--- src/hdl/dec_pkg.sv ---
package dec_pkg;

    localparam int XLEN = 32;
    localparam int OP_W = 5;

    typedef logic [XLEN-1:0] imm_t;

    // Operation codes keep the numbering of the existing decoder.
    typedef enum logic [OP_W-1:0] {
        ADD        = 5'd0,
        AND        = 5'd1,
        OR         = 5'd2,
        SLL        = 5'd3,
        SRL        = 5'd4,
        SLT        = 5'd5,
        SLTU       = 5'd6,
        SRA        = 5'd7,
        SUB        = 5'd8,
        XOR        = 5'd9,
        BEQ        = 5'd10,
        BGE        = 5'd11,
        BNE        = 5'd12,
        BGEU       = 5'd13,
        LUI        = 5'd14,
        AUIPC      = 5'd15,
        JAL        = 5'd16,
        JALR       = 5'd17,
        LB         = 5'd18,
        LH         = 5'd19,
        LW         = 5'd20,
        LBU        = 5'd21,
        LHU        = 5'd22,
        SB         = 5'd23,
        SH         = 5'd24,
        SW         = 5'd25,
        BLT        = 5'd26,
        BLTU       = 5'd27,
        JAL_C      = 5'd28,
        OP_ILLEGAL = 5'd31
    } op_e;

endpackage

--- src/hdl/rv_isa_pkg.sv ---
package rv_isa_pkg;

    // ========================================================================
    // Field types
    // ========================================================================
    typedef logic [31:0] instr_t;
    typedef logic [4:0]  reg_idx_t;
    typedef logic [6:0]  opcode_t;
    typedef logic [2:0]  funct3_t;
    typedef logic [1:0]  quad_t;

    // ========================================================================
    // Base encoding
    // ========================================================================
    localparam opcode_t OPC_LUI    = 7'b0110111;
    localparam opcode_t OPC_AUIPC  = 7'b0010111;
    localparam opcode_t OPC_JAL    = 7'b1101111;
    localparam opcode_t OPC_JALR   = 7'b1100111;
    localparam opcode_t OPC_BRANCH = 7'b1100011;
    localparam opcode_t OPC_LOAD   = 7'b0000011;
    localparam opcode_t OPC_STORE  = 7'b0100011;
    localparam opcode_t OPC_OP_IMM = 7'b0010011;
    localparam opcode_t OPC_OP     = 7'b0110011;

    localparam funct3_t F3_JALR = 3'b000;
    localparam funct3_t F3_BEQ  = 3'b000;
    localparam funct3_t F3_BNE  = 3'b001;
    localparam funct3_t F3_BLT  = 3'b100;
    localparam funct3_t F3_BGE  = 3'b101;
    localparam funct3_t F3_BLTU = 3'b110;
    localparam funct3_t F3_BGEU = 3'b111;
    localparam funct3_t F3_LB   = 3'b000;
    localparam funct3_t F3_LH   = 3'b001;
    localparam funct3_t F3_LW   = 3'b010;
    localparam funct3_t F3_LBU  = 3'b100;
    localparam funct3_t F3_LHU  = 3'b101;
    localparam funct3_t F3_SB   = 3'b000;
    localparam funct3_t F3_SH   = 3'b001;
    localparam funct3_t F3_SW   = 3'b010;
    localparam funct3_t F3_ADD  = 3'b000;
    localparam funct3_t F3_SLL  = 3'b001;
    localparam funct3_t F3_SLT  = 3'b010;
    localparam funct3_t F3_SLTU = 3'b011;
    localparam funct3_t F3_XOR  = 3'b100;
    localparam funct3_t F3_SR   = 3'b101; // SRL or SRA, told apart by bit 30.
    localparam funct3_t F3_OR   = 3'b110;
    localparam funct3_t F3_AND  = 3'b111;

    // ========================================================================
    // Compressed encoding
    // ========================================================================
    localparam quad_t QUAD_C0   = 2'b00;
    localparam quad_t QUAD_C1   = 2'b01;
    localparam quad_t QUAD_C2   = 2'b10;
    localparam quad_t QUAD_BASE = 2'b11;

    localparam funct3_t C3_LW   = 3'b010; // Quadrant 0.
    localparam funct3_t C3_SW   = 3'b110; // Quadrant 0.
    localparam funct3_t C3_ADDI = 3'b000; // Quadrant 1.
    localparam funct3_t C3_JAL  = 3'b001; // Quadrant 1.
    localparam funct3_t C3_LUI  = 3'b011; // Quadrant 1.
    localparam funct3_t C3_ALU  = 3'b100; // Quadrant 1.
    localparam funct3_t C3_SLLI = 3'b000; // Quadrant 2.
    localparam funct3_t C3_JR   = 3'b100; // Quadrant 2.

    localparam reg_idx_t RVC_REG_BASE = 5'd8; // x8 is the first register of the 3-bit fields.
    localparam reg_idx_t REG_RA       = 5'd1;

endpackage
--- src/hdl/dec_if.sv ---
`timescale 1ns/10ps

interface dec_if;
    import rv_isa_pkg::*;
    import dec_pkg::*;

    logic     hit; // The word is of this encoding and was recognised.
    op_e      op;
    reg_idx_t rs1;
    reg_idx_t rs2;
    reg_idx_t rd;
    imm_t     imm;
    logic     has_imm;

    modport producer (output hit, op, rs1, rs2, rd, imm, has_imm);
    modport consumer (input hit, op, rs1, rs2, rd, imm, has_imm);

endinterface

--- src/hdl/instr_decoder_top.sv ---
`timescale 1ns/10ps

module instr_decoder_top (
    input  logic                 clk,
    input  logic                 rst,
    input  logic                 in_valid,
    input  rv_isa_pkg::instr_t   in_instr,
    output logic                 in_ready,
    output logic                 out_valid,
    output dec_pkg::op_e         out_op,
    output rv_isa_pkg::reg_idx_t out_rs1,
    output rv_isa_pkg::reg_idx_t out_rs2,
    output rv_isa_pkg::reg_idx_t out_rd,
    output dec_pkg::imm_t        out_imm,
    output logic                 out_has_imm,
    input  logic                 out_ready
);

    // ========================================================================
    // Two decoders look at every word in parallel.
    // ========================================================================
    dec_if base_if ();
    dec_if rvc_if ();

    base_decoder u_base_decoder (
        .instr (in_instr),
        .dec   (base_if.producer)
    );

    rvc_decoder u_rvc_decoder (
        .instr (in_instr),
        .dec   (rvc_if.producer)
    );

    decode_out_reg u_decode_out_reg (
        .clk         (clk),
        .rst         (rst),
        .in_valid    (in_valid),
        .in_ready    (in_ready),
        .base        (base_if.consumer),
        .rvc         (rvc_if.consumer),
        .out_valid   (out_valid),
        .out_op      (out_op),
        .out_rs1     (out_rs1),
        .out_rs2     (out_rs2),
        .out_rd      (out_rd),
        .out_imm     (out_imm),
        .out_has_imm (out_has_imm),
        .out_ready   (out_ready)
    );

endmodule

--- src/hdl/decode_out_reg.sv ---
`timescale 1ns/10ps

module decode_out_reg (
    input  logic                clk,
    input  logic                rst,
    input  logic                in_valid,
    output logic                in_ready,
    dec_if.consumer             base,
    dec_if.consumer             rvc,
    output logic                out_valid,
    output dec_pkg::op_e        out_op,
    output rv_isa_pkg::reg_idx_t out_rs1,
    output rv_isa_pkg::reg_idx_t out_rs2,
    output rv_isa_pkg::reg_idx_t out_rd,
    output dec_pkg::imm_t       out_imm,
    output logic                out_has_imm,
    input  logic                out_ready
);
    import rv_isa_pkg::*;
    import dec_pkg::*;

    op_e      sel_op;
    reg_idx_t sel_rs1;
    reg_idx_t sel_rs2;
    reg_idx_t sel_rd;
    imm_t     sel_imm;
    logic     sel_has_imm;
    logic     take;

    assign in_ready = !out_valid || out_ready; // Room when empty or draining this cycle.
    assign take     = in_valid && in_ready;

    always_comb begin
        if (base.hit) begin
            sel_op      = base.op;
            sel_rs1     = base.rs1;
            sel_rs2     = base.rs2;
            sel_rd      = base.rd;
            sel_imm     = base.imm;
            sel_has_imm = base.has_imm;
        end else if (rvc.hit) begin
            sel_op      = rvc.op;
            sel_rs1     = rvc.rs1;
            sel_rs2     = rvc.rs2;
            sel_rd      = rvc.rd;
            sel_imm     = rvc.imm;
            sel_has_imm = rvc.has_imm;
        end else begin
            sel_op      = OP_ILLEGAL;
            sel_rs1     = '0;
            sel_rs2     = '0;
            sel_rd      = '0;
            sel_imm     = '0;
            sel_has_imm = 1'b0;
        end
    end

    always_ff @(posedge clk) begin
        if (!rst) begin
            out_valid <= 1'b0;
            out_op    <= OP_ILLEGAL;
        end else begin
            out_valid <= take || (out_valid && !out_ready);
            if (take) begin
                out_op <= sel_op;
            end
        end
    end

    always_ff @(posedge clk) begin
        if (take) begin
            out_rs1     <= sel_rs1;
            out_rs2     <= sel_rs2;
            out_rd      <= sel_rd;
            out_imm     <= sel_imm;
            out_has_imm <= sel_has_imm;
        end
    end

endmodule

--- src/hdl/rvc_decoder.sv ---
`timescale 1ns/10ps

module rvc_decoder (
    input  rv_isa_pkg::instr_t instr,
    dec_if.producer            dec
);
    import rv_isa_pkg::*;
    import dec_pkg::*;

    quad_t    quad;
    funct3_t  funct3;
    reg_idx_t rd_full;
    reg_idx_t rs2_full;
    reg_idx_t rs1_p;
    reg_idx_t rs2_p;
    imm_t     imm_mem;
    imm_t     imm_addi;
    imm_t     imm_jal;
    imm_t     imm_lui;
    imm_t     imm_sh;

    assign quad     = instr[1:0];
    assign funct3   = instr[15:13];
    assign rd_full  = instr[11:7];
    assign rs2_full = instr[6:2];
    assign rs1_p    = {2'b00, instr[9:7]} + RVC_REG_BASE;
    assign rs2_p    = {2'b00, instr[4:2]} + RVC_REG_BASE;

    assign imm_mem  = {25'b0, instr[5], instr[12:10], instr[6], 2'b00}; // Word offset.
    assign imm_addi = {{26{instr[12]}}, instr[12], instr[6:2]};
    assign imm_jal  = {{20{instr[12]}}, instr[12], instr[8], instr[10:9], instr[6],
                       instr[7], instr[2], instr[11], instr[5:3], 1'b0};
    assign imm_lui  = {{14{instr[12]}}, instr[12], instr[6:2], 12'b0};
    assign imm_sh   = {26'b0, instr[12], instr[6:2]};

    always_comb begin
        dec.hit     = 1'b0;
        dec.op      = OP_ILLEGAL;
        dec.rs1     = '0;
        dec.rs2     = '0;
        dec.rd      = '0;
        dec.imm     = '0;
        dec.has_imm = 1'b0;
        if (quad == QUAD_C0 && (funct3 == C3_LW || funct3 == C3_SW)) begin
            dec.hit     = 1'b1;
            dec.op      = (funct3 == C3_LW) ? LW : SW;
            dec.rs1     = rs1_p;
            dec.rs2     = (funct3 == C3_SW) ? rs2_p : '0;
            dec.rd      = (funct3 == C3_LW) ? rs2_p : '0;
            dec.imm     = imm_mem;
            dec.has_imm = 1'b1;
        end else if (quad == QUAD_C1) begin
            dec.has_imm = 1'b1;
            case (funct3)
                C3_ADDI: begin
                    dec.hit = 1'b1;
                    dec.op  = ADD;
                    dec.rs1 = rd_full;
                    dec.rd  = rd_full;
                    dec.imm = imm_addi;
                end
                C3_JAL: begin
                    dec.hit = 1'b1;
                    dec.op  = JAL_C;
                    dec.rd  = REG_RA;
                    dec.imm = imm_jal;
                end
                C3_LUI: begin
                    dec.hit = (rd_full != 5'd2); // rd of x2 is the dropped C.ADDI16SP.
                    dec.op  = LUI;
                    dec.rd  = rd_full;
                    dec.imm = imm_lui;
                end
                C3_ALU: begin
                    dec.hit     = (instr[12:10] == 3'b011);
                    dec.rs1     = rs1_p;
                    dec.rs2     = rs2_p;
                    dec.rd      = rs1_p;
                    dec.has_imm = 1'b0;
                    case (instr[6:5])
                        2'b00:   dec.op = SUB;
                        2'b01:   dec.op = XOR;
                        2'b10:   dec.op = OR;
                        default: dec.op = AND;
                    endcase
                end
                default: dec.hit = 1'b0;
            endcase
        end else if (quad == QUAD_C2 && funct3 == C3_SLLI) begin
            dec.hit     = 1'b1;
            dec.op      = SLL;
            dec.rs1     = rd_full;
            dec.rd      = rd_full;
            dec.imm     = imm_sh;
            dec.has_imm = 1'b1;
        end else if (quad == QUAD_C2 && funct3 == C3_JR) begin
            dec.hit = 1'b1;
            if (rs2_full == 5'd0) begin
                dec.op  = JALR;
                dec.rs1 = rd_full;
                dec.rd  = instr[12] ? REG_RA : 5'd0; // C.JALR links and C.JR does not.
            end else begin
                dec.op  = ADD;
                dec.rs1 = instr[12] ? rd_full : 5'd0;
                dec.rs2 = rs2_full;
                dec.rd  = rd_full;
            end
        end
        if (!dec.hit) begin
            dec.op      = OP_ILLEGAL;
            dec.rs1     = '0;
            dec.rs2     = '0;
            dec.rd      = '0;
            dec.imm     = '0;
            dec.has_imm = 1'b0;
        end
    end

endmodule

--- src/hdl/base_decoder.sv ---
`timescale 1ns/10ps

module base_decoder (
    input  rv_isa_pkg::instr_t instr,
    dec_if.producer            dec
);
    import rv_isa_pkg::*;
    import dec_pkg::*;

    opcode_t opcode;
    funct3_t funct3;
    imm_t    imm_i;
    imm_t    imm_s;
    imm_t    imm_b;
    imm_t    imm_u;
    imm_t    imm_j;
    imm_t    imm_sh;

    assign opcode = instr[6:0];
    assign funct3 = instr[14:12];

    // ========================================================================
    // Immediate formats
    // ========================================================================
    assign imm_i  = {{20{instr[31]}}, instr[31:20]};
    assign imm_s  = {{20{instr[31]}}, instr[31:25], instr[11:7]};
    assign imm_b  = {{19{instr[31]}}, instr[31], instr[7], instr[30:25], instr[11:8], 1'b0};
    assign imm_u  = {instr[31:12], 12'b0};
    assign imm_j  = {{11{instr[31]}}, instr[31], instr[19:12], instr[20], instr[30:21], 1'b0};
    assign imm_sh = {27'b0, instr[24:20]};

    always_comb begin
        dec.hit     = 1'b0;
        dec.op      = OP_ILLEGAL;
        dec.rs1     = '0;
        dec.rs2     = '0;
        dec.rd      = '0;
        dec.imm     = '0;
        dec.has_imm = 1'b0;
        if (instr[1:0] == QUAD_BASE) begin
            dec.hit = 1'b1;
            case (opcode)
                OPC_LUI, OPC_AUIPC: begin
                    dec.op      = (opcode == OPC_LUI) ? LUI : AUIPC;
                    dec.rd      = instr[11:7];
                    dec.imm     = imm_u;
                    dec.has_imm = 1'b1;
                end
                OPC_JAL: begin
                    dec.op      = JAL;
                    dec.rd      = instr[11:7];
                    dec.imm     = imm_j;
                    dec.has_imm = 1'b1;
                end
                OPC_JALR: begin
                    dec.op      = JALR;
                    dec.hit     = (funct3 == F3_JALR);
                    dec.rs1     = instr[19:15];
                    dec.rd      = instr[11:7];
                    dec.imm     = imm_i;
                    dec.has_imm = 1'b1;
                end
                OPC_BRANCH: begin
                    case (funct3)
                        F3_BEQ:  dec.op = BEQ;
                        F3_BNE:  dec.op = BNE;
                        F3_BLT:  dec.op = BLT;
                        F3_BGE:  dec.op = BGE;
                        F3_BLTU: dec.op = BLTU;
                        F3_BGEU: dec.op = BGEU;
                        default: dec.hit = 1'b0;
                    endcase
                    dec.rs1     = instr[19:15];
                    dec.rs2     = instr[24:20];
                    dec.imm     = imm_b;
                    dec.has_imm = 1'b1;
                end
                OPC_LOAD: begin
                    case (funct3)
                        F3_LB:   dec.op = LB;
                        F3_LH:   dec.op = LH;
                        F3_LW:   dec.op = LW;
                        F3_LBU:  dec.op = LBU;
                        F3_LHU:  dec.op = LHU;
                        default: dec.hit = 1'b0;
                    endcase
                    dec.rs1     = instr[19:15];
                    dec.rd      = instr[11:7];
                    dec.imm     = imm_i;
                    dec.has_imm = 1'b1;
                end
                OPC_STORE: begin
                    case (funct3)
                        F3_SB:   dec.op = SB;
                        F3_SH:   dec.op = SH;
                        F3_SW:   dec.op = SW;
                        default: dec.hit = 1'b0;
                    endcase
                    dec.rs1     = instr[19:15];
                    dec.rs2     = instr[24:20];
                    dec.imm     = imm_s;
                    dec.has_imm = 1'b1;
                end
                OPC_OP_IMM: begin
                    dec.imm = imm_i;
                    case (funct3)
                        F3_ADD:  dec.op = ADD;
                        F3_SLT:  dec.op = SLT;
                        F3_SLTU: dec.op = SLTU;
                        F3_XOR:  dec.op = XOR;
                        F3_OR:   dec.op = OR;
                        F3_AND:  dec.op = AND;
                        F3_SLL: begin
                            dec.op  = SLL;
                            dec.imm = imm_sh;
                        end
                        default: begin
                            dec.op  = instr[30] ? SRA : SRL; // Shift amount kept for both.
                            dec.imm = imm_sh;
                        end
                    endcase
                    dec.rs1     = instr[19:15];
                    dec.rd      = instr[11:7];
                    dec.has_imm = 1'b1;
                end
                OPC_OP: begin
                    case (funct3)
                        F3_ADD:  dec.op = instr[30] ? SUB : ADD;
                        F3_SLL:  dec.op = SLL;
                        F3_SLT:  dec.op = SLT;
                        F3_SLTU: dec.op = SLTU;
                        F3_XOR:  dec.op = XOR;
                        F3_SR:   dec.op = instr[30] ? SRA : SRL;
                        F3_OR:   dec.op = OR;
                        default: dec.op = AND;
                    endcase
                    dec.rs1 = instr[19:15];
                    dec.rs2 = instr[24:20];
                    dec.rd  = instr[11:7];
                end
                default: dec.hit = 1'b0;
            endcase
        end
        if (!dec.hit) begin
            dec.op      = OP_ILLEGAL; // A miss always carries the illegal result.
            dec.rs1     = '0;
            dec.rs2     = '0;
            dec.rd      = '0;
            dec.imm     = '0;
            dec.has_imm = 1'b0;
        end
    end

endmodule

--- config.mk ---
export PLATFORM = sky130hd
export DESIGN_NAME = instr_decoder_top
export DESIGN_NICKNAME = d
export VERILOG_FILES = /design/src/hdl/dec_pkg.sv /design/src/hdl/rv_isa_pkg.sv /design/src/hdl/dec_if.sv /design/src/hdl/instr_decoder_top.sv /design/src/hdl/decode_out_reg.sv /design/src/hdl/rvc_decoder.sv /design/src/hdl/base_decoder.sv
export SDC_FILE = /design/constraint.sdc
export NUM_CORES = 1
export LEC_CHECK = 0
export BUFFER_PORTS_ARGS = -buffer_cell sky130_fd_sc_hd__buf_4
export CORE_ASPECT_RATIO = 1.25
export CORE_MARGIN = 1
export CORE_UTILIZATION = 40
export DETAILED_ROUTE_END_ITERATION = 8
export PLACE_DENSITY_LB_ADDON = 0.15
export SYNTH_ARGS = -nofsm -noshare
export SYNTH_HDL_FRONTEND = slang
export SYNTH_SLANG_ARGS = --single-unit
--- constraint.sdc ---
create_clock -name clk -period 3.7 [get_ports clk]
set_clock_uncertainty 0.2 [all_clocks]
set_input_delay 0.185 -clock clk [delete_from_list [all_inputs] [get_ports clk]]
set_output_delay 0.185 -clock clk [all_outputs]
set_load 0.03 [all_outputs]
==> flow_metrics.tcl <==
set metrics [dict create \
    status "completed" \
    cts_resized 0 \
    drc 0 \
    syn_nets 463 \
    io_pins 91 \
    die_w_um 89.6 \
    synth_seq_cells 54 \
    yosys.area_share.simple_pct 18.7 \
    grt_pass1_wl_mm 19.2 \
    placed_area_um2 4490 \
    worst_setup_path_start_kind "input port" \
    place_ws_ns 0.926 \
    cts_max_level 2 \
    fin_setup_tns_ns 0 \
    synthFlopType "edfxtp_1" \
    core_um2 9220 \
    synth_edf_count 48 \
    hold_buffers 4 \
    wl_per_cell_um 20.6 \
    utilization_pct 50.8 \
    dr.pass1.iters 5 \
    clk_pin_slew_ns 0.07 \
    netlist_area_um2 3830 \
    dp.cells 601 \
    worstSetupStartpoint "in_instr[13]" \
    setup.worst_path.end_class "register" \
    whs_ns 0.00352 \
    vias_per_cell 6.18 \
    hp-class "in -> reg" \
    synth_mux_area_share_pct 0.522 \
    detail-route-antenna-nets 0 \
    numPortBuffers 90 \
    synth_compound_area_share_pct 32.8 \
    whs_path_depth 2 \
    ys_async_sr_fraction_pct 0 \
    insertedDiodeCount 0 \
    grt_overflow_total 0 \
    initial_core_util_pct 41.6 \
    rsz0062_at_grt "no" \
    fin_nets 527 \
    r2r_setup_slack_ns 1.82 \
    clkLatencyLatePin_ns 0.29 \
    fin_crit_sh_pct 67.7 \
    critical_path_class "in -> reg" \
    maxSlewHeadroom_pct 38.3 \
    cts_setup_buffers 0 \
    place.gp.congestion 0.978 \
    reg2reg_to "u_decode_out_reg.out_imm[14]" \
    final_cells 613 \
    antenna_found_initial 0 \
    root_buffer "clkbuf_16" \
    ir_drop_v 0.000172 \
    dieArea_um2 9980 \
    synthCells 425 \
    r2r-start "u_decode_out_reg.out_valid" \
    yosysSeqAreaShare_pct 40.7 \
    cp_data_arrival_time_ns 2.47 \
    drv_cap 0 \
    grt_pass1_vias 3565 \
    critPathRequiredTime_ns 3.67 \
    fp-row-count 39 \
    via_count 3789 \
    period_needed_ns 2.51 \
    track_usage_pct 25.6 \
    synthXorXnorAreaFrac_pct 0.228 \
    synth_top_family_by_area "compound AO/OA/AOI/OAI gates" \
    worstMarginPinSlew_ns 0.924 \
    finalInstanceArea_um2 4680 \
    wl_mm 12.6 \
    rr_worst_depth 4 \
    synth_area_per_cell_um2 9.02 \
    dieHeight_um 111 \
    yosys.area_share.adder_pct 1.04 \
    clkSinkCount 54 \
    yosys_warnings 0 \
    setup_viol 0 \
    leakage_nw 1.70 \
    clockBufferDepth 2 \
    layout-drive-gt1-share_pct 25.1 \
    total_power_mw 1.53 \
    cts_buffers 5 \
    syn2layout_area_growth_pct 22.1 \
    dp_hpwl_mm 9.40 \
    cp-endpoint "u_decode_out_reg.out_op[3]" \
    power.density_nw_per_um2 328 \
    max_freq_mhz 399 \
    ys_types 72 \
    dr.first_iter.drc_count 277 \
    n_fill_cell 860 \
    hold_viol_final 0 \
    cts_tree "built" \
    cp_max_fo 42 \
    setup_ws_ns 1.19 \
    grt_max_degree 49 \
    maxSlewViolCount 0 \
]
## cell usage in the layout, fill, tap and decap left out, types with 3 or more instances in the layout
cell type      count
a211oi_1           4
a21boi_0           3
o311ai_0           3
buf_4             94
and2_1             3
dlygate4sd3_1      4
nor3_1             6
nor2_1            26
or3_1              4
o2bb2ai_1          7
nand2_1           32
o21ai_0           32
a22oi_1            7
a32oi_1            3
o21ai_2           10
edfxtp_1          48
a31oi_1            5
a21oi_1           56
o211ai_1           5
nand2b_1           8
a21o_1             5
dfxtp_1            6
nor4_1             8
nor2b_1           10
a2111oi_0          4
clkbuf_16          5
nand3_1            6
and3_1             3
o22ai_1            7
o21a_1             4
a22o_1            10
inv_1              7
## worst max-delay path, cell delays in order
cell	delay, ns
buf_4	0.38
and2_0	0.41
a21oi_1	0.12
a211o_1	0.34
and3_1	0.28
a2111oi_0	0.44
buf_4	0.21
o311ai_1	0.10
## flip-flops by register name, indices dropped and copies added (netlist names)
signal,flops
u_decode_out_reg.out_has_imm,1
u_decode_out_reg.out_imm,32
u_decode_out_reg.out_op,5
u_decode_out_reg.out_rd,5
u_decode_out_reg.out_rs1,5
u_decode_out_reg.out_rs2,5
u_decode_out_reg.out_valid,1
## cell families (layout without fill, tap and decap cells)
group                      Yosys count  in the layout
AOI/OAI and AO/OA                  189            189
xor gates and xnor gates             1              1
adders and majority gates            2              2
buffers and inverters               49            114
DFF                                 54             54
muxes                                2              2
and+or+nand+nor                    128            128
## Yosys cell counts (all sizes together) (3+ instances only)
cell type / count / area [µm²]
a2111oi: 4 / 35.0
o21a: 4 / 30.0
nand2: 32 / 120
or3: 4 / 25.0
a22oi: 7 / 52.6
clkbuf: 24 / 91.3
and2: 4 / 25.0
a21o: 5 / 37.5
nand2b: 8 / 50.1
a21oi: 56 / 280
nand3: 6 / 30.0
edfxtp: 48 / 1440
nor3: 6 / 30.0
a31oi: 5 / 31.3
nor2: 26 / 97.6
inv: 8 / 30.0
o311ai: 4 / 35.0
o21ai: 44 / 258
o211ai: 5 / 37.5
a22o: 10 / 87.6
a21boi: 4 / 30.0
nor4: 8 / 50.1
buf: 17 / 109
nor2b: 11 / 71.3
a211oi: 5 / 42.5
dfxtp: 6 / 120
o22ai: 7 / 43.8
o2bb2ai: 7 / 61.3
a32oi: 3 / 26.3
nor4b: 3 / 47.5
and3: 3 / 18.8
## power breakdown
group | internal (mW) | switching (mW)
clock | 0.251 | 0.207
combinational | 0.125 | 0.241
sequential | 0.699 | 0.0104
total | 1.07 | 0.459
## metal layers
| metal | GRT usage, % | vias up | routed length (µm) |
|---|---|---|---|
| met2 | 41.7 | 188 | 6160 |
| met3 | 3.48 | 38 | 809 |
| met4 | 12.0 | 0 | 522 |
| met1 | 33.0 | 1804 | 5130 |
| met5 | 0 | - | 0 |
| li1 | - | 1759 | - |
## cell type report
type                       count  area (µm²)  area share, %
clock buffer                   5         125           2.67
multi-input combinational    322        2040           43.7
sequential                    54        1560           33.4
tap                          123         154           3.29
timing repair buffer          98         746           15.9
clock inverter                 3        21.3          0.454
inverter                       8        30.0          0.642
## how the worst min path moves through the flow
stage                                              to         start  slack, ns
after floorplan            u_decode_out_reg.out_op[3]           rst       0.06
after global placement     u_decode_out_reg.out_op[3]           rst       0.24
after detailed placement   u_decode_out_reg.out_op[3]           rst       0.24
after CTS                 u_decode_out_reg.out_rs1[2]  in_instr[17]      0.003
after global routing      u_decode_out_reg.out_imm[9]  in_instr[29]       0.01
final                     u_decode_out_reg.out_rs1[2]  in_instr[17]      0.004
No activity file was read; power rests on OpenSTA's default activity.
